$ cat src/rtl/even_pkg.sv
package even_pkg;

	localparam int WORD_W = 32;		// Bits per SIMD word

	// Cycles from issue to unit result, also the slot each unit fills
	localparam int LAT_FX1 = 2;
	localparam int LAT_FX2 = 4;
	localparam int LAT_BYTE = 4;
	localparam int LAT_MUL = 6;
	localparam int WB_LAT = 8;		// Issue edge to writeback edge, inclusive

	typedef logic [6:0] reg_addr_t;	// Destination register

	typedef enum logic [1:0] {
		unit_mul = 2'd0,	// Old FP slot
		unit_fx2 = 2'd1,
		unit_byte = 2'd2,
		unit_fx1 = 2'd3
	} unit_t;

	typedef enum logic [1:0] {
		fmt_rr = 2'd0,		// Second operand is rb
		fmt_ri10 = 2'd1,	// Signed 10-bit immediate
		fmt_ri16 = 2'd2		// Signed 16-bit immediate
	} fmt_t;

	typedef enum logic [3:0] {
		op_add, op_and, op_or, op_xor,	// fx1
		op_shl, op_rot,					// fx2
		op_cntb, op_absdb, op_avgb,		// byte
		op_mpy, op_mpyu					// multiply
	} op_t;

	typedef union packed {
		struct packed { logic [7:0] unused; logic [9:0] val; } i10;		// Low 10 bits
		struct packed { logic [1:0] unused; logic [15:0] val; } i16;	// Low 16 bits
	} imm_field_t;

endpackage

$ cat src/rtl/exec_if.sv
`timescale 1ns/1ns
interface exec_if #(parameter int NUM_WORDS = 4);
	import even_pkg::*;

	logic go;								// One-cycle issue strobe
	op_t op;								// Unit-local opcode
	reg_addr_t rt_addr;						// Destination register
	logic [NUM_WORDS-1:0][WORD_W-1:0] a;	// ra value
	logic [NUM_WORDS-1:0][WORD_W-1:0] b;	// rb or replicated imm
	logic [NUM_WORDS-1:0][5:0] sh;			// Shift amount per word

	modport issue (output go, op, rt_addr, a, b, sh);
	modport unit (input go, op, rt_addr, a, b, sh);

endinterface

$ cat src/rtl/fixed1_unit.sv
`timescale 1ns/1ns
module fixed1_unit #(parameter int NUM_WORDS = 4) (
	input logic clk,
	input logic reset,
	exec_if.unit x,
	output logic [NUM_WORDS-1:0][even_pkg::WORD_W-1:0] res,
	output even_pkg::reg_addr_t res_addr,
	output logic res_write
);
	import even_pkg::*;

	logic [NUM_WORDS-1:0][WORD_W-1:0] alu;						// Stage 1 logic
	logic [LAT_FX1-1:0][NUM_WORDS-1:0][WORD_W-1:0] pipe_data;	// Word results per stage
	reg_addr_t [LAT_FX1-1:0] pipe_addr;
	logic [LAT_FX1-1:0] pipe_valid;

	always_comb begin
		for (int w = 0; w < NUM_WORDS; w++) begin
			case (x.op)
				op_add: alu[w] = x.a[w] + x.b[w];	// Wraps mod 2^32
				op_and: alu[w] = x.a[w] & x.b[w];
				op_or: alu[w] = x.a[w] | x.b[w];
				op_xor: alu[w] = x.a[w] ^ x.b[w];
				default: alu[w] = '0;
			endcase
		end
	end

	always_ff @(posedge clk) begin
		if (reset)
			pipe_valid <= '0;
		else
			pipe_valid <= {pipe_valid[LAT_FX1-2:0], x.go};
	end

	always_ff @(posedge clk) begin
		pipe_data <= {pipe_data[LAT_FX1-2:0], alu};		// Stage 2 is a plain re-register
		pipe_addr <= {pipe_addr[LAT_FX1-2:0], x.rt_addr};
	end

	assign res = pipe_data[LAT_FX1-1];
	assign res_addr = pipe_addr[LAT_FX1-1];
	assign res_write = pipe_valid[LAT_FX1-1];

endmodule

$ cat src/flat_wrapper.sv
// flat-port wrapper written by rule: the top's interface ports become plain ports
module fixed1_unit_flat import even_pkg::*;
#(parameter int NUM_WORDS = 4)
  (clk, reset, res, res_addr, res_write, x_go, x_op, x_rt_addr, x_a, x_b, x_sh);
  exec_if #(.NUM_WORDS(NUM_WORDS)) x_i ();
  input logic clk;
  input logic reset;
  output logic [NUM_WORDS-1:0][even_pkg::WORD_W-1:0] res;
  output even_pkg::reg_addr_t res_addr;
  output logic res_write;
  input wire logic [$bits(x_i.go)-1:0] x_go;
  input wire logic [$bits(x_i.op)-1:0] x_op;
  input wire logic [$bits(x_i.rt_addr)-1:0] x_rt_addr;
  input wire logic [$bits(x_i.a)-1:0] x_a;
  input wire logic [$bits(x_i.b)-1:0] x_b;
  input wire logic [$bits(x_i.sh)-1:0] x_sh;
  assign x_i.go = x_go;
  assign x_i.op = x_op;
  assign x_i.rt_addr = x_rt_addr;
  assign x_i.a = x_a;
  assign x_i.b = x_b;
  assign x_i.sh = x_sh;
  fixed1_unit #(.NUM_WORDS(NUM_WORDS)) u_core (.clk(clk), .reset(reset), .x(x_i), .res(res), .res_addr(res_addr), .res_write(res_write));
endmodule
$ cat config.mk
export PLATFORM = sky130hd
export DESIGN_NAME = fixed1_unit_flat
export DESIGN_NICKNAME = d
export VERILOG_FILES = /design/src/rtl/even_pkg.sv /design/src/rtl/exec_if.sv /design/src/rtl/fixed1_unit.sv /design/src/flat_wrapper.sv
export SDC_FILE = /design/constraint.sdc
export NUM_CORES = 1
export LEC_CHECK = 0
export BUFFER_PORTS_ARGS = -buffer_cell sky130_fd_sc_hd__buf_2
export CAP_MARGIN = 20
export CORE_MARGIN = 3
export CORE_UTILIZATION = 45
export CTS_CLUSTER_DIAMETER = 40
export DETAILED_ROUTE_END_ITERATION = 16
export GPL_TIMING_DRIVEN = 0
export PLACE_DENSITY = 0.7
export SYNTH_ARGS = -nofsm -noshare
export SYNTH_HDL_FRONTEND = slang
export SYNTH_SLANG_ARGS = --single-unit
$ cat constraint.sdc
create_clock -name clk -period 5.5 [get_ports clk]
set_input_delay 0.55 -clock clk [delete_from_list [all_inputs] [get_ports clk]]
set_output_delay 0.55 -clock clk [all_outputs]
set_load 0.05 [all_outputs]
Word-level counts from Yosys, hierarchy flattened
Index checks and enable logic that the tools add are counted.
{"block": "totals", "reg_bits": 272, "latch_bits": 0, "ram_bits": 0, "romBits": 0, "out_inout_bits": 136, "memories": 0}
{"block": "op_classes", "add_sub_neg": 4, "mul": 0, "div": 0, "magnitude_cmp": 0, "n_eq_ne": 3, "n_shift": 0, "mux": 4, "n_bitwise": 12, "n_reduce_logical": 1}
{"cell": "case mux 32 bit (4 select lines)", "n": 4}
{"cell": "adder 32 bit", "n": 4}
{"cell": "AND 32 bit", "n": 4}
{"cell": "OR 32 bit", "n": 4}
{"cell": "bitwise XOR 32 bit", "n": 4}
{"cell": "equality test 4 x 2 -> 1 bit (second input constant)", "n": 2}
{"cell": "equality test 4 x 1 -> 1 bit (second input constant)", "n": 1}
{"cell": "logical NOT 4 bit", "n": 1}

Depth between registers and ports, before layout
Gate-level depths: netlist of run 1.
{"block": "logic_depth", "ltp_word": 2, "depth_mapped": 13}

Worst setup path after synthesis of run 1
OpenSTA, ideal clock, no wires.
{"block": "synth_path", "kind": "in2reg", "from": "in x_b[96]", "to": "reg u_core.pipe_data[124] (netlist bit)", "setup_ps": 132, "arrival_ps": 2985, "required_ps": 5368, "path_slack_ps": 2383, "stages": 13, "path_cell_list": "ha_1 inv_1 fa_1 nor2b_1 o21ai_1 o221ai_1 a21o_1 a21bo_2 a221oi_1 o41a_1 o21ai_1 mux2i_1 o211ai_1"}
{"element": "start, declared", "line": "flat_wrapper.sv:15", "text": "input wire logic [$bits(x_i.b)-1:0] x_b;"}
{"element": "end signal, assigned", "line": "fixed1_unit.sv:37", "text": "pipe_data <= {pipe_data[LAT_FX1-2:0], alu};"}
{"element": "end, declared", "line": "fixed1_unit.sv:13", "text": "logic [LAT_FX1-1:0][NUM_WORDS-1:0][WORD_W-1:0] pipe_data;"}

==> results of run 1 <==
final cells by class:
| class | count | area share, % |
|---|---|---|
| antenna | 9 | 0.102 |
| buffer | 228 | 6.16 |
| clock buffer | 55 | 5.59 |
| clock inverter | 33 | 1.66 |
| inverter | 282 | 4.78 |
| multi-input combinational | 1405 | 45.0 |
| sequential | 272 | 24.6 |
| tap | 518 | 2.93 |
| timing repair buffer | 405 | 9.16 |
critical path: stages:
cell and delay (ns):
buf_2 0.09, ha_1 0.26, inv_1 0.08, fa_1 0.41
nor2b_1 0.13, o21ai_0 0.11, a211oi_1 0.45, o31ai_2 0.21
o31ai_1 0.49, a21oi_1 0.19, a21oi_1 0.40, a221oi_1 0.18
xor2_1 0.17, o21ai_0 0.15
routing by layer:
metal | track usage, % | wire length, microns
met5 | 0 | 65
met4 | 13.5 | 2700
met3 | 5.37 | 5140
met2 | 47.2 | 29000
met1 | 36.0 | 25900
sequential cells by signal (all words and copies together) (netlist names):
signal             count
u_core.pipe_addr       7
u_core.pipe_data     128
u_core.pipe_valid      2
u_core.res           128
u_core.res_addr        7
worst max-delay path by stage:
stage                  from                     to  slack (ns)  depth (start not counted)
floorplan           x_b[96]  u_core.pipe_data[124]        2.38                         13
global placement    x_b[32]   u_core.pipe_data[60]        1.70                         14
detailed placement  x_b[32]   u_core.pipe_data[60]        1.71                         14
CTS                 x_a[32]   u_core.pipe_data[60]        2.29                         14
global route        x_b[32]   u_core.pipe_data[60]        2.02                         14
finish              x_b[32]   u_core.pipe_data[60]        2.13                         14
placed cells by master, fill, tap and decap left out, types with 8 or more instances in the layout:
| cell type | Yosys | final |
|---|---|---|
| clkbuf_1 | 89 | 95 |
| o221ai_1 | 10 | 10 |
| diode_2 | 0 | 9 |
| inv_1 | 282 | 282 |
| o21ai_1 | 9 | 9 |
| o211a_1 | 11 | 11 |
| clkbuf_16 | 0 | 48 |
| a221o_1 | 11 | 11 |
| a211oi_1 | 13 | 13 |
| a31oi_1 | 16 | 16 |
| dfxtp_1 | 272 | 272 |
| o21ai_0 | 149 | 149 |
| clkinvlp_4 | 0 | 8 |
| nand3_1 | 23 | 23 |
| o21a_1 | 11 | 11 |
| and3_1 | 10 | 10 |
| nand4_1 | 17 | 17 |
| xor2_1 | 21 | 21 |
| a21oi_1 | 170 | 170 |
| nand2_1 | 153 | 153 |
| nor3_1 | 25 | 25 |
| o21bai_1 | 12 | 12 |
| nor2b_1 | 18 | 18 |
| buf_4 | 135 | 135 |
| inv_6 | 0 | 8 |
| nor2_1 | 153 | 153 |
| buf_2 | 0 | 405 |
| a21o_1 | 67 | 67 |
| xnor2_1 | 22 | 22 |
| o211ai_1 | 55 | 55 |
| ha_1 | 256 | 256 |
| and2_1 | 9 | 9 |
| a22oi_1 | 27 | 27 |
| a221oi_1 | 44 | 44 |
| o311ai_0 | 13 | 13 |
| nand2b_1 | 12 | 12 |
through the flow:
step / std cells / setup slack [ns] / hold slack (ns)
final: 3207 / 2.13 / 0.0740
after global routing: 3202 / 2.02 / 0.0539
after CTS: 3198 / 2.29 / 0.0469
after detailed placement: 3110 / 1.71 / 0.312
after global placement: 3110 / 1.70 / 0.310
after floorplan: 2187 / 2.38 / 0.310
where the power goes:
part	leakage [nW]	switching (mW)	internal [mW]
combinational	8.62	1.02	0.586
clock	0.763	1.11	1.84
sequential	2.24	0.0430	2.13
total	11.6	2.18	4.56
cell families (layout without fill, tap and decap cells):
group / count (synthesis) / after routing
other: 0 / 9
AND/OR/NAND/NOR: 434 / 434
multiplexers: 2 / 2
buffers and inverters: 510 / 1003
XOR/XNOR: 43 / 43
adder cells (fa/ha/maj): 260 / 260
AO/OA/AOI/OAI: 666 / 666
flip-flops: 272 / 272
==> metrics.md, run 1 <==
| Metric | Value |
|---|---|
| Clock Tree Buf Depth | 3 |
| Clock-pin slew on the worst setup and hold paths | roughly 0.06 ns |
| Top-count cell post-synth | inv_1 |
| Period utilization | about three fifths |
| Crit path DAT | 3.87 ns |
| Initial core utilization | 45.8% |
| Final Skew | approximately 0.013 ns |
| Final GP Congestion | 0.939 |
| Total power | 6.73 mW |
| CTS buffer count | 48 |
| YS warnings | 0 |
| DRT iter0 DRCs | approximately 1200 |
| Final Max Slew Viols | 0 |
| Clk_lat worst skew | 0.58 ns |
| Largest net degree at the start of global routing | 13 |
| Die area | 42100 sq um |
| Hold EP | u_core.pipe_addr[4] |
| Gr ovfl total | 0 |
| Minimum clock period | 3.37 ns |
| CP Max Fanout | 4 |
| # setup viols final | 0 |
| Port-buffer cells | 405 |
| I/O pin total | 430 |
| Synth top area share | 30.5% |
| Initial antenna violation count | 12 |
| Status | finished clean |
| Height of the die | roughly 200 microns |
| DR vias | between 15000 and 20000 |
| Cell taking the most area after synthesis | dfxtp_1 |
| Flop2flop setup slack | about 5 ns |
| Cells on worst reg2reg path | 1 |
| Cts hold-fix bufs | 0 |
| Share of cells above drive strength 1 | between 20% and 30% |
| Final Hold Vio Count | 0 |
| Via-to-Cell Ratio | 5.38 |
| Routed wire per std cell | ~20 microns |
| First-pass GRT wire length | just over 90 mm |
| Die Wd | slightly above 200 microns |
| Cell Pwr Density | about 300 nW/um^2 |
| Mux contribution to synthesized area | 0.112% |
| Max Cap Viol | 0 |
| Row cnt | 72 |
| H-tree Lvls | 2 |
| Hold Path Origin | x_rt_addr[4] |
| Setup Crit Path Kind | in -> reg |
| Synth Cell Area | 17800 sq um |
| Nature of the critical path endpoint | flip-flop |
| Measured slew at the worst slew-check pin | approximately 1.2 ns |
| Synth Area in Simple Gates | 10.6% |
| Tot GR Track Use | approximately 29% |
| Fin nets | between 3000 and 4000 |
| Filler cell count | 3632 |
| Root buffer cell | clkbuf_16 |
| DRT Wirelength | 62.8 mm |
| Post-CTS setup buffers | 0 |
| Critical Path RT | about 6.0 ns |
| Storage cell area | roughly 5400 sq um |
| Register area share after synthesis | 30.5% |
| Multi-input logic area | between 9000 and 10000 sq um |
| Post-DP Area | around 21000 sq um |
| Mapped Cells | about 2200 |
| Router iterations before antenna repair | 6 |
| DRC | 0 |
| Design Area, Final | ~22000 sq um |
| Largest family of logic cells by synthesized area | compound AO/OA/AOI/OAI gates |
| FFs w/ async S/R, synth | 0% |
| Setup TNS | 0 ns |
| Core Footprint | between 30000 and 40000 sq um |
| R2R Path End | u_core.pipe_valid[1] |
| Final HPWL DP | 48.2 mm |
| RSZ-0062 raised after global routing | false |
| Rel. slew slack | 21.4% |
| Final core occ | ~57% |
| Sink Count | between 200 and 300 |
| Worst r2r src | u_core.pipe_valid[0] |
| Commonest cells post-synth | 282 x inv_1, 272 x dfxtp_1, 256 x ha_1 |
| Area Overhead vs Synth | 24.1% |
| Post-synth top flop | dfxtp_1 |
| Number of flops mapped to enable cells by yosys | 0 |
| Synth Area in XOR/XNOR | ~2.1% |
| Fmax | roughly 0.30 GHz |
| Seq cells post-synth | between 200 and 300 |
| P_leak | ~12 nW |
| Syn nets | about 2700 |
| CTS resizes | 0 |
| Post-Syn Area per Cell | 8.16 sq um |
| Synth Area in Compound Gates | 24.6% |
| Synth top area cells | dfxtp_1 31%, ha_1 18%, inv_1 5.9%, buf_4 5.7%, a21oi_1 4.8% |
| DRT antenna net count | 0 |
| Crit path launch type | input pin |
| Adder-Cell Fraction of Synth Area | 18.4% |
| Peak supply drop | about 0.23 mV |
| CTS tree | built |
| Hold Path Depth | 1 |
| Vias in the first global route | approximately 17000 |
| Hold Path Class | in -> reg |
| Library cells used by synthesis | 68 |
No activity file was read; power rests on OpenSTA's default activity.
==> inputs of run 2 (changes only) <==
Clock period 5.5 ns to 3.32 ns, I/O delays scaled along.
==> metrics.md, run 2 (synthesis results as in run 1) <==
| Metric | Value |
|---|---|
| Status | finished clean |
| Peak supply drop | about 0.39 mV |
| Fin nets | around 3200 |
| Sink Count | 272 |
| DRT antenna net count | 0 |
| Hold EP | u_core.pipe_data[31] |
| Crit path launch type | input pin |
| Post-CTS setup buffers | 0 |
| Most frequent cells in the layout | 405 x buf_2, 282 x inv_1, 272 x dfxtp_1 |
| Routed wire per std cell | about 20 microns |
| Final Hold Vio Count | 0 |
| Row cnt | approximately 70 |
| Clock Tree Buf Depth | 3 |
| Final core occ | approximately 57% |
| Clk_lat worst skew | between 0.5 and 0.6 ns |
| Core Footprint | ~40000 sq um |
| Vias in the first global route | 16700 |
| Die Wd | 205 microns |
| Router iterations before antenna repair | 6 |
| I/O pin total | between 400 and 500 |
| DRT Wirelength | 62.9 mm |
| Hold Path Origin | x_a[31] |
| Root buffer cell | clkbuf_16 |
| Crit path DAT | ~3.6 ns |
| P_leak | 11.7 nW |
| Cell Pwr Density | roughly 500 nW/um^2 |
| Cts hold-fix bufs | 9 |
| Worst-path cell chain | buf_2 -> ha_1 -> inv_1 -> fa_1 -> nor2b_1 -> o21ai_0 -> a211oi_1 -> o31ai_2 -> o31ai_1 -> a21oi_1 -> a21oi_1 -> a221oi_1 -> xor2_1 -> o21ai_0 |
| Via-to-Cell Ratio | between 5 and 6 |
| Cells on worst reg2reg path | 1 |
| Hold Path Depth | 4 |
| # setup viols final | 0 |
| R2R Path End | u_core.pipe_valid[1] |
| RSZ-0062 raised after global routing | false |
| Clock-pin slew on the worst setup and hold paths | roughly 0.050 ns |
| Setup Crit Path Kind | in -> reg |
| DRC | 0 |
| Worst Setup Slack, final | ~0.18 ns |
| DRT iter0 DRCs | ~1200 |
| Crit-path slowest cell | o31ai_1 |
| Worst slack, placed | -0.257 ns |
| Minimum clock period | approximately 3.1 ns |
| Final HPWL DP | 48.2 mm |
| CP Max Fanout | 4 |
| Worst r2r src | u_core.pipe_valid[0] |
| Fmax | about 0.32 GHz |
| Initial core utilization | between 40% and 50% |
| Gr ovfl total | 0 |
| CTS buffer count | 48 |
| Largest net degree at the start of global routing | 13 |
| Final Max Slew Viols | 0 |
| Final GP Congestion | roughly 0.94 |
| Height of the die | between 200 and 250 microns |
| Port-buffer cells | between 400 and 500 |
| DR vias | between 15000 and 20000 |
| Commonest non-fill, non-tap cell in the layout | buf_2 |
| Setup TNS | 0 ns |
| CTS tree | built |
| Share of cells above drive strength 1 | about a quarter |
| Critical Path RT | around 3.8 ns |
| Flop2flop setup slack | 2.82 ns |
| Hold Path Class | in -> reg |
| Final Skew | ~0.010 ns |
| Post-DP Area | 20500 sq um |
| CTS resizes | 0 |
| Filler cell count | 3620 |
| H-tree Lvls | 2 |
| Measured slew at the worst slew-check pin | between 1 and 1.5 ns |
| Max Cap Viol | 0 |
| Initial antenna violation count | 12 |
| Area Overhead vs Synth | 24.6% |
| Worst hold slack | 0.142 ns |
| First-pass GRT wire length | between 90 and 100 mm |
| Rel. slew slack | 25.0% |
| Tot GR Track Use | roughly 29% |
| Die area | around 42000 sq um |
| Design Area, Final | about 22000 sq um |
| Slowest Stage Delay on Critical Path | between 0.4 and 0.5 ns |
| Period utilization | 94.7% |
| Nature of the critical path endpoint | flip-flop |
run 2: worst max path at each step:
stage | from | endpoint | slack, ns
2_1_floorplan | x_b[96] | u_core.pipe_data[124] | 0.42
3_3_place_gp | x_b[32] | u_core.pipe_data[60] | -0.27
3_5_place_dp | x_b[32] | u_core.pipe_data[60] | -0.26
4_1_cts | x_a[32] | u_core.pipe_data[60] | 0.32
5_1_grt | x_b[32] | u_core.pipe_data[60] | 0.06
6_report | x_b[32] | u_core.pipe_data[60] | 0.18
run 2: layout make-up:
type / count / area (sq um) / area share, %
multi-input cells: 1405 / 9970 / 44.9
flip-flops and latches: 272 / 5450 / 24.5
repair buffers: 414 / 2120 / 9.52
plain buffers: 228 / 1360 / 6.13
clock buffers: 55 / 1240 / 5.57
inverters: 282 / 1060 / 4.76
well taps: 518 / 648 / 2.92
clock inverters: 33 / 367 / 1.65
diodes: 9 / 22.5 / 0.101
run 2: report_power, final:
| part | switching [mW] | internal [mW] | total, mW |
|---|---|---|---|
| Clock | 1.84 | 3.05 | 4.89 |
| Combinational | 1.69 | 0.978 | 2.67 |
| Sequential | 0.0717 | 3.53 | 3.61 |
run 2: through the flow:
step | cells | total power [mW]
6_report | 3216 | 11.2
5_1_grt | 3211 | 11.6
4_1_cts | 3207 | 11.2
3_5_place_dp | 3110 | 6.29
3_3_place_gp | 3110 | 6.25
2_1_floorplan | 2187 | 5.53
run 2: layer usage:
metal,wire (microns),up-vias,track usage [%]
met3,4910,160,5.39
met5,65,-,0
met2,29000,738,47.3
li1,-,8333,-
met4,2780,10,13.6
met1,26100,8072,36.0
run 2: worst max-delay path, delay by kind of cell:
family                     cells  cell delay (ns)
and+or+nand+nor                1             0.13
xor gates and xnor gates       1             0.17
buffers and inverters          2             0.17
AOI/OAI and AO/OA              8             2.18
adders and majority gates      2             0.67
