==> src/rtl/even_pkg.sv <==
package even_pkg;

	localparam int WORD_W = 32;		// Bits per SIMD word

	// Cycles from issue to unit result, also the slot each unit fills
	localparam int LAT_FX1 = 2;
	localparam int LAT_FX2 = 4;
	localparam int LAT_BYTE = 4;
	localparam int LAT_MUL = 6;
	localparam int WB_LAT = 8;		// Issue edge to writeback edge, inclusive

	typedef logic [6:0] reg_addr_t;	// Destination register

	typedef enum logic [1:0] {
		unit_mul = 2'd0,	// Old FP slot
		unit_fx2 = 2'd1,
		unit_byte = 2'd2,
		unit_fx1 = 2'd3
	} unit_t;

	typedef enum logic [1:0] {
		fmt_rr = 2'd0,		// Second operand is rb
		fmt_ri10 = 2'd1,	// Signed 10-bit immediate
		fmt_ri16 = 2'd2		// Signed 16-bit immediate
	} fmt_t;

	typedef enum logic [3:0] {
		op_add, op_and, op_or, op_xor,	// fx1
		op_shl, op_rot,					// fx2
		op_cntb, op_absdb, op_avgb,		// byte
		op_mpy, op_mpyu					// multiply
	} op_t;

	typedef union packed {
		struct packed { logic [7:0] unused; logic [9:0] val; } i10;		// Low 10 bits
		struct packed { logic [1:0] unused; logic [15:0] val; } i16;	// Low 16 bits
	} imm_field_t;

endpackage

==> src/rtl/exec_if.sv <==
`timescale 1ns/1ns
interface exec_if #(parameter int NUM_WORDS = 4);
	import even_pkg::*;

	logic go;								// One-cycle issue strobe
	op_t op;								// Unit-local opcode
	reg_addr_t rt_addr;						// Destination register
	logic [NUM_WORDS-1:0][WORD_W-1:0] a;	// ra value
	logic [NUM_WORDS-1:0][WORD_W-1:0] b;	// rb or replicated imm
	logic [NUM_WORDS-1:0][5:0] sh;			// Shift amount per word

	modport issue (output go, op, rt_addr, a, b, sh);
	modport unit (input go, op, rt_addr, a, b, sh);

endinterface

==> src/rtl/even_issue.sv <==
`timescale 1ns/1ns
module even_issue #(parameter int NUM_WORDS = 4) (
	input even_pkg::op_t op,
	input even_pkg::fmt_t format,
	input even_pkg::unit_t unit,
	input even_pkg::reg_addr_t rt_addr,
	input logic [NUM_WORDS-1:0][even_pkg::WORD_W-1:0] ra,
	input logic [NUM_WORDS-1:0][even_pkg::WORD_W-1:0] rb,
	input even_pkg::imm_field_t imm,
	input logic reg_write,
	exec_if.issue mul_x,
	exec_if.issue fx2_x,
	exec_if.issue byte_x,
	exec_if.issue fx1_x
);
	import even_pkg::*;

	logic [WORD_W-1:0] imm_word;				// Sign-extended immediate
	logic [NUM_WORDS-1:0][WORD_W-1:0] opnd_b;	// Second operand after format mux
	logic [NUM_WORDS-1:0][5:0] shift;			// Low 6 bits of each word of b
	logic [3:0] go_sel;							// Indexed by unit code

	always_comb begin
		case (format)
			fmt_ri10: imm_word = {{(WORD_W-10){imm.i10.val[9]}}, imm.i10.val};
			fmt_ri16: imm_word = {{(WORD_W-16){imm.i16.val[15]}}, imm.i16.val};
			default: imm_word = '0;
		endcase
		for (int w = 0; w < NUM_WORDS; w++) begin
			opnd_b[w] = (format == fmt_rr) ? rb[w] : imm_word;	// Imm goes to every word
			shift[w] = opnd_b[w][5:0];
		end
	end

	always_comb begin
		go_sel = '0;
		go_sel[unit] = reg_write;	// No reg_write, nothing issues
	end

	// Steered units see the same payload, only go differs
	assign mul_x.go = go_sel[unit_mul];
	assign mul_x.op = op;
	assign mul_x.rt_addr = rt_addr;
	assign mul_x.a = ra;
	assign mul_x.b = opnd_b;
	assign mul_x.sh = shift;

	assign fx2_x.go = go_sel[unit_fx2];
	assign fx2_x.op = op;
	assign fx2_x.rt_addr = rt_addr;
	assign fx2_x.a = ra;
	assign fx2_x.b = opnd_b;
	assign fx2_x.sh = shift;

	assign byte_x.go = go_sel[unit_byte];
	assign byte_x.op = op;
	assign byte_x.rt_addr = rt_addr;
	assign byte_x.a = ra;
	assign byte_x.b = opnd_b;
	assign byte_x.sh = shift;

	assign fx1_x.go = go_sel[unit_fx1];
	assign fx1_x.op = op;
	assign fx1_x.rt_addr = rt_addr;
	assign fx1_x.a = ra;
	assign fx1_x.b = opnd_b;
	assign fx1_x.sh = shift;

endmodule

==> src/flat_wrapper.sv <==
// flat-port wrapper written by rule: the top's interface ports become plain ports
module even_issue_flat import even_pkg::*;
#(parameter int NUM_WORDS = 4)
  (op, format, unit, rt_addr, ra, rb, imm, reg_write, mul_x_go, mul_x_op, mul_x_rt_addr, mul_x_a, mul_x_b, mul_x_sh, fx2_x_go, fx2_x_op, fx2_x_rt_addr, fx2_x_a, fx2_x_b, fx2_x_sh, byte_x_go, byte_x_op, byte_x_rt_addr, byte_x_a, byte_x_b, byte_x_sh, fx1_x_go, fx1_x_op, fx1_x_rt_addr, fx1_x_a, fx1_x_b, fx1_x_sh);
  exec_if #(.NUM_WORDS(NUM_WORDS)) mul_x_i ();
  exec_if #(.NUM_WORDS(NUM_WORDS)) fx2_x_i ();
  exec_if #(.NUM_WORDS(NUM_WORDS)) byte_x_i ();
  exec_if #(.NUM_WORDS(NUM_WORDS)) fx1_x_i ();
  input even_pkg::op_t op;
  input even_pkg::fmt_t format;
  input even_pkg::unit_t unit;
  input even_pkg::reg_addr_t rt_addr;
  input logic [NUM_WORDS-1:0][even_pkg::WORD_W-1:0] ra;
  input logic [NUM_WORDS-1:0][even_pkg::WORD_W-1:0] rb;
  input even_pkg::imm_field_t imm;
  input logic reg_write;
  output wire logic [$bits(mul_x_i.go)-1:0] mul_x_go;
  output wire logic [$bits(mul_x_i.op)-1:0] mul_x_op;
  output wire logic [$bits(mul_x_i.rt_addr)-1:0] mul_x_rt_addr;
  output wire logic [$bits(mul_x_i.a)-1:0] mul_x_a;
  output wire logic [$bits(mul_x_i.b)-1:0] mul_x_b;
  output wire logic [$bits(mul_x_i.sh)-1:0] mul_x_sh;
  output wire logic [$bits(fx2_x_i.go)-1:0] fx2_x_go;
  output wire logic [$bits(fx2_x_i.op)-1:0] fx2_x_op;
  output wire logic [$bits(fx2_x_i.rt_addr)-1:0] fx2_x_rt_addr;
  output wire logic [$bits(fx2_x_i.a)-1:0] fx2_x_a;
  output wire logic [$bits(fx2_x_i.b)-1:0] fx2_x_b;
  output wire logic [$bits(fx2_x_i.sh)-1:0] fx2_x_sh;
  output wire logic [$bits(byte_x_i.go)-1:0] byte_x_go;
  output wire logic [$bits(byte_x_i.op)-1:0] byte_x_op;
  output wire logic [$bits(byte_x_i.rt_addr)-1:0] byte_x_rt_addr;
  output wire logic [$bits(byte_x_i.a)-1:0] byte_x_a;
  output wire logic [$bits(byte_x_i.b)-1:0] byte_x_b;
  output wire logic [$bits(byte_x_i.sh)-1:0] byte_x_sh;
  output wire logic [$bits(fx1_x_i.go)-1:0] fx1_x_go;
  output wire logic [$bits(fx1_x_i.op)-1:0] fx1_x_op;
  output wire logic [$bits(fx1_x_i.rt_addr)-1:0] fx1_x_rt_addr;
  output wire logic [$bits(fx1_x_i.a)-1:0] fx1_x_a;
  output wire logic [$bits(fx1_x_i.b)-1:0] fx1_x_b;
  output wire logic [$bits(fx1_x_i.sh)-1:0] fx1_x_sh;
  assign mul_x_go = mul_x_i.go;
  assign mul_x_op = mul_x_i.op;
  assign mul_x_rt_addr = mul_x_i.rt_addr;
  assign mul_x_a = mul_x_i.a;
  assign mul_x_b = mul_x_i.b;
  assign mul_x_sh = mul_x_i.sh;
  assign fx2_x_go = fx2_x_i.go;
  assign fx2_x_op = fx2_x_i.op;
  assign fx2_x_rt_addr = fx2_x_i.rt_addr;
  assign fx2_x_a = fx2_x_i.a;
  assign fx2_x_b = fx2_x_i.b;
  assign fx2_x_sh = fx2_x_i.sh;
  assign byte_x_go = byte_x_i.go;
  assign byte_x_op = byte_x_i.op;
  assign byte_x_rt_addr = byte_x_i.rt_addr;
  assign byte_x_a = byte_x_i.a;
  assign byte_x_b = byte_x_i.b;
  assign byte_x_sh = byte_x_i.sh;
  assign fx1_x_go = fx1_x_i.go;
  assign fx1_x_op = fx1_x_i.op;
  assign fx1_x_rt_addr = fx1_x_i.rt_addr;
  assign fx1_x_a = fx1_x_i.a;
  assign fx1_x_b = fx1_x_i.b;
  assign fx1_x_sh = fx1_x_i.sh;
  even_issue #(.NUM_WORDS(NUM_WORDS)) u_core (.op(op), .format(format), .unit(unit), .rt_addr(rt_addr), .ra(ra), .rb(rb), .imm(imm), .reg_write(reg_write), .mul_x(mul_x_i), .fx2_x(fx2_x_i), .byte_x(byte_x_i), .fx1_x(fx1_x_i));
endmodule
==> config.mk <==
export PLATFORM = sky130hd
export DESIGN_NAME = even_issue_flat
export DESIGN_NICKNAME = d
export VERILOG_FILES = /design/src/rtl/even_pkg.sv /design/src/rtl/exec_if.sv /design/src/rtl/even_issue.sv /design/src/flat_wrapper.sv
export SDC_FILE = /design/constraint.sdc
export NUM_CORES = 1
export LEC_CHECK = 0
export ABC_AREA = 1
export BUFFER_PORTS_ARGS = -buffer_cell sky130_fd_sc_hd__buf_2
export CORE_AREA = 2 2 575 577
export DETAILED_ROUTE_END_ITERATION = 7
export DIE_AREA = 0 0 577 579
export SLEW_MARGIN = 15
export SYNTH_ARGS = -nofsm -noshare
export SYNTH_HDL_FRONTEND = slang
export SYNTH_SLANG_ARGS = --single-unit
==> constraint.sdc <==
create_clock -name vclk -period 2.73
set_clock_uncertainty 0.15 [all_clocks]
set_input_delay 0.546 -clock vclk [all_inputs]
set_output_delay 0.546 -clock vclk [all_outputs]
set_load 0.02 [all_outputs]
# == Yosys cells after proc, flatten, opt, wreduce, memory -nomap -nowiden ==
# Index checks and enable logic that the tools add are counted.
# totals
word_cells,14
input_bits,290
output_inout_bits,1168
register_bits,0
# classes
n_lt_le_gt_ge,2
n_reduce_logical,2
mux,7
eq_ne,2
bitwise_logic,1
# op_table
operator,count
two-way mux 32 bit,4
one-hot mux 32 bit (2 select lines),1
bitwise AND 4 bit,1
< comparator 2 x 3 -> 1 bit (second input constant),1
demux 1 bit (select 2 bit),1
== test 2 x 1 -> 1 bit (second input constant),1
== test 2 bit (second input constant),1
>= comparator 2 x 1 -> 1 bit (second input constant),1
zero test 2 bit,1
logical AND 1 bit,1
two-way mux 1 bit,1

# == Logic depth before layout (Yosys ltp) ==
# Gate-level depths: netlist of run 1.
# logic_depth
ltp_word,5
ltp_mapped,10
ltp_nobuf,6

# == Worst setup path after synthesis of run 1 ==
# Ideal clock, no wire load.
# synth_path
path_kind,input port to output port
start,input format[0]
end,output byte_x_sh[10]
t_required_ps,2034
slack_ps,217
path_stages,8
path_buffers,2
arrival_time_ps,1817
path_cell_list,inv_1 > ha_1 > inv_1 > nor2_4 > buf_2 > nand2_1 > nand2_1 > buf_4
# synth_between
elab_chain_cells,3
word_cells_on_any_way,5
cone_classes,eq/ne: 2; mux: 2; reduce/logical: 1
# synth_lines
item,line_no,text
from (decl),flat_wrapper.sv:10,input even_pkg::fmt_t format;
== test 2 bit or == test 2 x 1 -> 1 bit (tied branches),even_issue.sv:24,case (format)
one-hot mux 32 bit (2 select lines),even_issue.sv:24,
two-way mux 32 bit *,even_issue.sv:30,opnd_b[w] = (format == fmt_rr) ? rb[w] : imm_word;
to (decl),flat_wrapper.sv:34,output wire logic [$bits(byte_x_i.sh)-1:0] byte_x_sh;
# Every way passes the cells marked *; elsewhere a longest branch is shown, timed or not.

# == Worst setup path after layout of run 1 ==
# layout_path
start,input format[1]
end,output mul_x_b[85]
# layout_between
elab_chain_cells,3
word_cells_on_any_way,5
cone_classes,eq/ne: 2; mux: 2; reduce/logical: 1
# layout_lines
item,line_no,text
== test 2 bit or == test 2 x 1 -> 1 bit (tied branches),even_issue.sv:24,
one-hot mux 32 bit (2 select lines),even_issue.sv:24,
two-way mux 32 bit *,even_issue.sv:30,
to (decl),flat_wrapper.sv:21,output wire logic [$bits(mul_x_i.b)-1:0] mul_x_b;
# Marks and branches as above.

==> results of run 1 <==
## worst min-delay path by stage
stage	endpoint	from	cells after the start
finish	mul_x_a[1]	ra[1]	0
detailed placement	byte_x_op[0]	op[0]	0
floorplan	mul_x_go	unit[1]	1
global route	mul_x_a[1]	ra[1]	0
CTS	byte_x_op[0]	op[0]	0
global placement	byte_x_op[0]	op[0]	0
## where the power goes
group          leakage, nW  internal, mW  switching [mW]
clock network    0.0000806   0.000000605               0
registers                0             0               0
logic                 7.64          2.24            3.10
## per-stage QoR
stage	hold WS (ns)	instances	TNS [ns]	instance area [um2]	util, %
after global routing	0.942	5732	-62.31	19100	5.80
after CTS	0.943	5720	-61.70	17400	5.31
after floorplan	1.03	1390	0	9200	-
after detailed placement	0.943	5693	-74.41	14400	4.39
after global placement	0.943	5693	-52.02	14400	4.39
final	0.942	5736	-24.44	19100	5.80
## layer usage
metal / vias to the layer above / GRT usage (%)
li1: 3097 / -
met1: 3693 / 8.35
met2: 1531 / 21.2
met3: 322 / 13.0
met4: 38 / 3.52
met5: - / 0.666
## logic make-up (layout without fill, tap and decap cells)
logic type | count (synthesis) | in the layout | share of synthesized area [%]
fa+ha+maj | 3 | 3 | 0.408
buf+inv | 1069 | 1036 | 86.4
other cells | 0 | 13 | 0
simple gates | 318 | 318 | 13.2
## repair_timing
item / 4_1_cts / 5_1_grt
buffers inserted: 16 / 11
cloned: 11 / 2
pin swaps: 10 / 6
resized for setup: 698 / 514
setup endpoints to repair: 578 / 607
## cell type report
type                            count  area share [%]
Multi-Input combinational cell    321            12.4
Inverter                            8           0.210
Tap cell                         4366            28.6
Timing Repair Buffer             1028            58.5
Antenna cell                       13           0.171
## cell usage in the layout, fill, tap and decap left out, drive strengths merged
cell / instances
nand2: 312
clkbuf: 5
ha: 3
nand3: 1
diode: 13
bufbuf: 2
nor3: 4
nor2: 1
inv: 8
buf: 1021
==> results list, run 1 <==
* Run status: finished with violations
- Failing checks: setup timing
- Row cnt: between 200 and 250
- The mapped netlist covers slightly above 9000 um2.
- Multi-input gate area: 2370 um2
- In this run the remaining antenna-violating nets after routing total 0.
- A synthesized cell averages 6.62 um2.
- In this run the worst setup path terminates at mul_x_b[85].
* Post-place setup slack: -0.296 ns
- After detailed routing, the met2 layer carries 103 mm of wire.
* Die Span Y: 579 um
- After detailed routing, the number of remaining DRC violations is 0.
- Setup-violating endpoint count in the final report: 402
- NumNets Final: around 1,700
- Highest metal layer used by the detailed router: met5
* Worst Tran Pin Value: 0.412 ns
- The biggest area contributor in the post-synthesis netlist is buf_4.
- Counting every net in the synthesized netlist gives 1,683.
- For this run, the register share of the synthesized area comes to 0%.
- Counting I/O delays and the setup requirement, the final critical path takes 2.88 ns.
* Initial antenna violation count: 84
- The number of hold violations in the final report came to 0.
* Met1 WL: around 50 mm
* Die outline width: 577 um
- Crit. Startpoint: format[1]
* Share of Yosys cell area claimed by the top area cell type: roughly 85%
- Overall die area: 334,000 um2
- The final layout contains routed wiring with a total length of between 200 and 250 mm.
- In this design, the largest share of critical-path delay is due to buffers and inverters.
- Path class of the lowest-slack min-delay path: in -> out
- Worst slew slack as a fraction of its limit: 72.8%
- The routed layout has 8,681 vias.
- Final Total Pwr: ~5.3 mW
- Counting the fill cells in the layout gives between 30,000 and 40,000.
- The initial utilization of the core area, before any placement, comes to roughly 2.8%.
- For this run, the top clock speed supported by timing is 348 MHz.
* Pre-antenna DRT Iters: 4
- At the end of routability-driven placement, the weighted congestion stood at 0.750.
- First-pass GRT wire length: roughly 230 mm
* Storage cell area: 0 um2
- Routed vias/inst: between 1.5 and 2
* Worst-case setup margin in the final layout: -0.147 ns
- Final-report max-slew violation count: 0
- The design has 0 sequential cells.
* Setup Crit Path Kind: in -> out
- Top cells by count, synth: buf_4 (1,036), nand2_1 (311), buf_2 (22)
- RSZ-0062 raised after global routing: true
- Number of cells on the critical path: 13
* Core box area: between 300,000 and 400,000 um2
* Peak supply drop: between 50 and 60 uV
- Most common cell type on the critical path: buf_12
- In the post-synthesis netlist, the cell with the most instances is buf_4.
- Top post-synthesis cells by area: buf_4 (85%), nand2_1 (13%), buf_2 (1.2%), ha_1 (0.41%), buf_6 (0.37%)
- Of all nets on the critical path, the largest fanout is 8.
- Of the cells placed in the final design, the portion with a size suffix greater than 1 is between 80 and 90%.
* DP HPWL: 196 mm
- In the global route stage, overall resource usage came out at roughly 12%.
- Kind of capture point of the worst setup path: output pin
- Data on the critical path arrives at its endpoint at around 2.2 ns.
- Cell count after synthesis: 1,390
- Final worst-path cycle share: 105%
- For this block, the initial DRC count from the detailed router was between 200 and 300.
- Data on the critical path is required at its endpoint by 2.03 ns.
- Slowest stage cell on the critical path: ha_4
* Chain of cells forming the critical path: buf_6 -> inv_4 -> ha_4 -> inv_4 -> nor2_4 -> buf_4 -> buf_12 -> nand2_8 -> buf_12 -> clkbuf_16 -> nand2_8 -> buf_8 -> buf_12
- Area added between synthesis and finish: 107%
- Counting the clock-network buffers in the layout gives 0.
* Grt total ovfl: 0
- In this run the power density over the cells is between 200 and 300 nW/um2.
* Number of port buffers: 761
* Number of different library cells in the post-synthesis netlist: 10
- Routed length on met3: 50.9 mm
- The via count of the first global-routing pass was ~8,300.
- Count of yosys warnings during synthesis: 0
- In the final routed layout, each cell accounts on average for approximately 37 um.
* Slowest Stage Delay on Critical Path: 0.26 ns
- Top Ports: 1,458
* Lkg Pwr: about 7.6 nW
- The worst setup path is launched from an input pin.
- Number of buffers inserted for hold repair after clock tree synthesis: 0
- Maximum number of pins on one net before global-route repair: 36
- Max_cap viols: 0
- Counting both buffers and inverters, the worst setup path holds a total of 9.
No activity file was read; power rests on OpenSTA's default activity.
==> run 2, diff against run 1 <==
--- a/config.mk
+++ b/config.mk
@@ -7,9 +7,12 @@
 export LEC_CHECK = 0
 export ABC_AREA = 1
 export BUFFER_PORTS_ARGS = -buffer_cell sky130_fd_sc_hd__buf_2
-export CORE_AREA = 2 2 575 577
+export CELL_PAD_IN_SITES_DETAIL_PLACEMENT = 1
+export CELL_PAD_IN_SITES_GLOBAL_PLACEMENT = 2
+export CORE_AREA = 2 2 566 568
 export DETAILED_ROUTE_END_ITERATION = 7
-export DIE_AREA = 0 0 577 579
+export DIE_AREA = 0 0 568 570
+export PLACE_DENSITY_LB_ADDON = 0.1
 export SLEW_MARGIN = 15
 export SYNTH_ARGS = -nofsm -noshare
 export SYNTH_HDL_FRONTEND = slang
==> results list, run 2 (synthesis gave the netlist of run 1 again) <==
- Family with the most delay on the worst path: buffers and inverters
* Number of global-route vias before repair: 7,219 (-13%)
- Worst-case setup margin in the final layout: -0.0552 ns (+0.0915 ns)
* Detailed-route wire length per cell: 19.2 um (-48%)
- Relative to the synthesized area, the layout overhead comes to 68.8%.
- Number of port buffers: 761 (unchanged)
* Run status: finished with violations
- The sum of routed wire length over all layers came to 105 mm (-51%).
* Critical path data arrival time: 2.09 ns (-0.09 ns)
* Worst slew slack as a fraction of its limit: 35.9% (-37 points)
- The number of antenna violations at the first check in global routing is 30 (-64%).
- The worst hold slack is 0.942 ns (-0.0000130 ns).
* Starting density of the core: 2.90% (+0.10 points)
- The filler cell count in the final layout was 37,900 (-1.9%).
* Lkg Pwr: 6.53 nW (-15%)
- The total number of vias is 7,204 (-17%).
- Setup repair after global routing could not meet its margin everywhere.
- DP HPWL: 97.9 mm (-50%)
- Final hold viol count: 0 (unchanged)
- The count of pins on the block boundary came to 1,458 (unchanged).
* Peak supply drop: 52.2 uV (+1.4%)
- The number of setup violations in the final report is 67 (-83%).
- Setup Crit Path Kind: in -> out
- The combined area of the multi-input logic cells is 2080 um2 (-12%).
- First-pass GRT wire length: 120 mm (-48%)
- Number of clock-tree buffers in the layout: 0 (unchanged)
* Number of buffers inserted for hold repair after clock tree synthesis: 0 (unchanged)
- The total power per unit cell area was 241 nW/um2 (-14%).
- Initial DRC Count: 200 (-33%)
- The final net count is 1,572 (-4.8%).
- The chip height was 570 um (-1.6%).
- The sum of overflow across all layers after global routing was 0 (unchanged).
- DP Cell Count: 5,439 (-4.5%)
- Row cnt: 207 (-1.9%)
- The total of max-cap violations is 0 (unchanged).
* Overall die area: 324,000 um2 (-3.1%)
* Final worst-path cycle share: 102% (-3.4 points)
- The min-delay analysis places its worst path in the category in -> out.
- Slowest Stage Delay on Critical Path: 0.25 ns (about the same)
- Die outline width: 568 um (-1.6%)
- The detailed-route vias per instance came to 1.32 (-13%).
- STA classifies the critical path endpoint as an output pin.
* Minimum period implied by the final worst setup slack: 2.79 ns (-0.0915 ns)
- The placer congestion estimate came to 0.661 (-12%).
- The overall fraction of global-route tracks in use was 5.99% (-6.1 points).
- The worst setup path is launched from an input pin.
- Maximum number of pins on one net before global-route repair: 29 (-19%)
- Most common cell type on the critical path: buf_12
- The non-filler instance count after layout came to 5,461 (-4.8%).
* Max FO, Critical Path: 13 (+5)
* Number of cells on the critical path: 10 (-3)
- Storage cell area: 0 um2 (unchanged)
* Worst Tran Pin Value: 0.955 ns (+0.543 ns)
- Number of sequential storage elements: 0 (unchanged)
- The required time at the endpoint of the critical path is 2.03 ns (about the same).
- The max-slew violation count was 0 (unchanged).
* Most common library cell in the layout ignoring fill and taps: buf_2
- Among all stages on the critical path, the largest delay is contributed by ha_4.
- The worst path buffer plus inverter count was 6 (-3).
- The placeable core region is 317,000 um2 (-3.5%).
* Highest Clock Rate: 359 MHz (+3.3%)
* Chain of cells forming the critical path: buf_12 -> inv_6 -> ha_4 -> inv_2 -> nor2_4 -> buf_12 -> nand2_8 -> buf_12 -> nand2_1 -> buf_2
* Residual DRC: 0 (unchanged)
* Final Total Pwr: 3.74 mW (-30%)
- The remaining antenna violation count after routing is 0 (unchanged).
- Leading cell types in the layout, fill and taps excluded: buf_2 (443), buf_4 (199), nand2_1 (191)
* Hold-critical path depth: 0 (unchanged)
* Pre-antenna DRT Iters: 4 (unchanged)
- Failing checks: setup timing
- The fraction of layout cells with a size suffix above 1 was 84.3% (-0.92 points).
run 2: cell type report:
cell class	instances	share of cell area (%)
Timing Repair Buffer	947	52.6
Inverter	8	0.242
Tap cell	4180	33.7
Multi-Input combinational cell	322	13.4
Antenna cell	4	0.0645
run 2: report_power, final:
group	switching (mW)	internal, mW	leakage, nW
Combinational	2.21	1.53	6.53
Clock	0	0.0000000212	0.0000180
Sequential	0	0	0
Total	2.21	1.53	6.53
run 2: metal layers:
metal | global-route usage, % | routed length [um] | up-vias
li1 | - | - | 2913
met1 | 5.37 | 32300 | 3018
met2 | 10.3 | 50000 | 1052
met3 | 4.55 | 18200 | 209
met4 | 1.91 | 4320 | 12
met5 | 0.283 | 150 | -
run 2: final timing paths:
path           end  slack (ns)  startpoint
max   byte_x_b[87]       -0.06   format[1]
min    mul_x_a[28]        0.94      ra[28]
run 2: metrics by stage:
stage	worst slack, ns	setup TNS, ns	cell area (um2)	util, %
4_1_cts	-0.161	-45.41	14000	4.42
6_report	-0.0552	-1.71	15500	4.89
5_1_grt	-0.151	-26.81	15500	4.89
3_5_place_dp	-0.720	-191.75	12800	4.03
3_3_place_gp	-0.742	-187.94	12800	4.03
2_1_floorplan	0.217	0	9200	-
run 2: timing repair:
| action | 4_1_cts | 5_1_grt |
|---|---|---|
| buffers inserted | 8 | 5 |
| resized for setup | 343 | 419 |
| gates cloned | 2 | 6 |
| pin swaps | 4 | 9 |
| setup endpoints to repair | 608 | 583 |
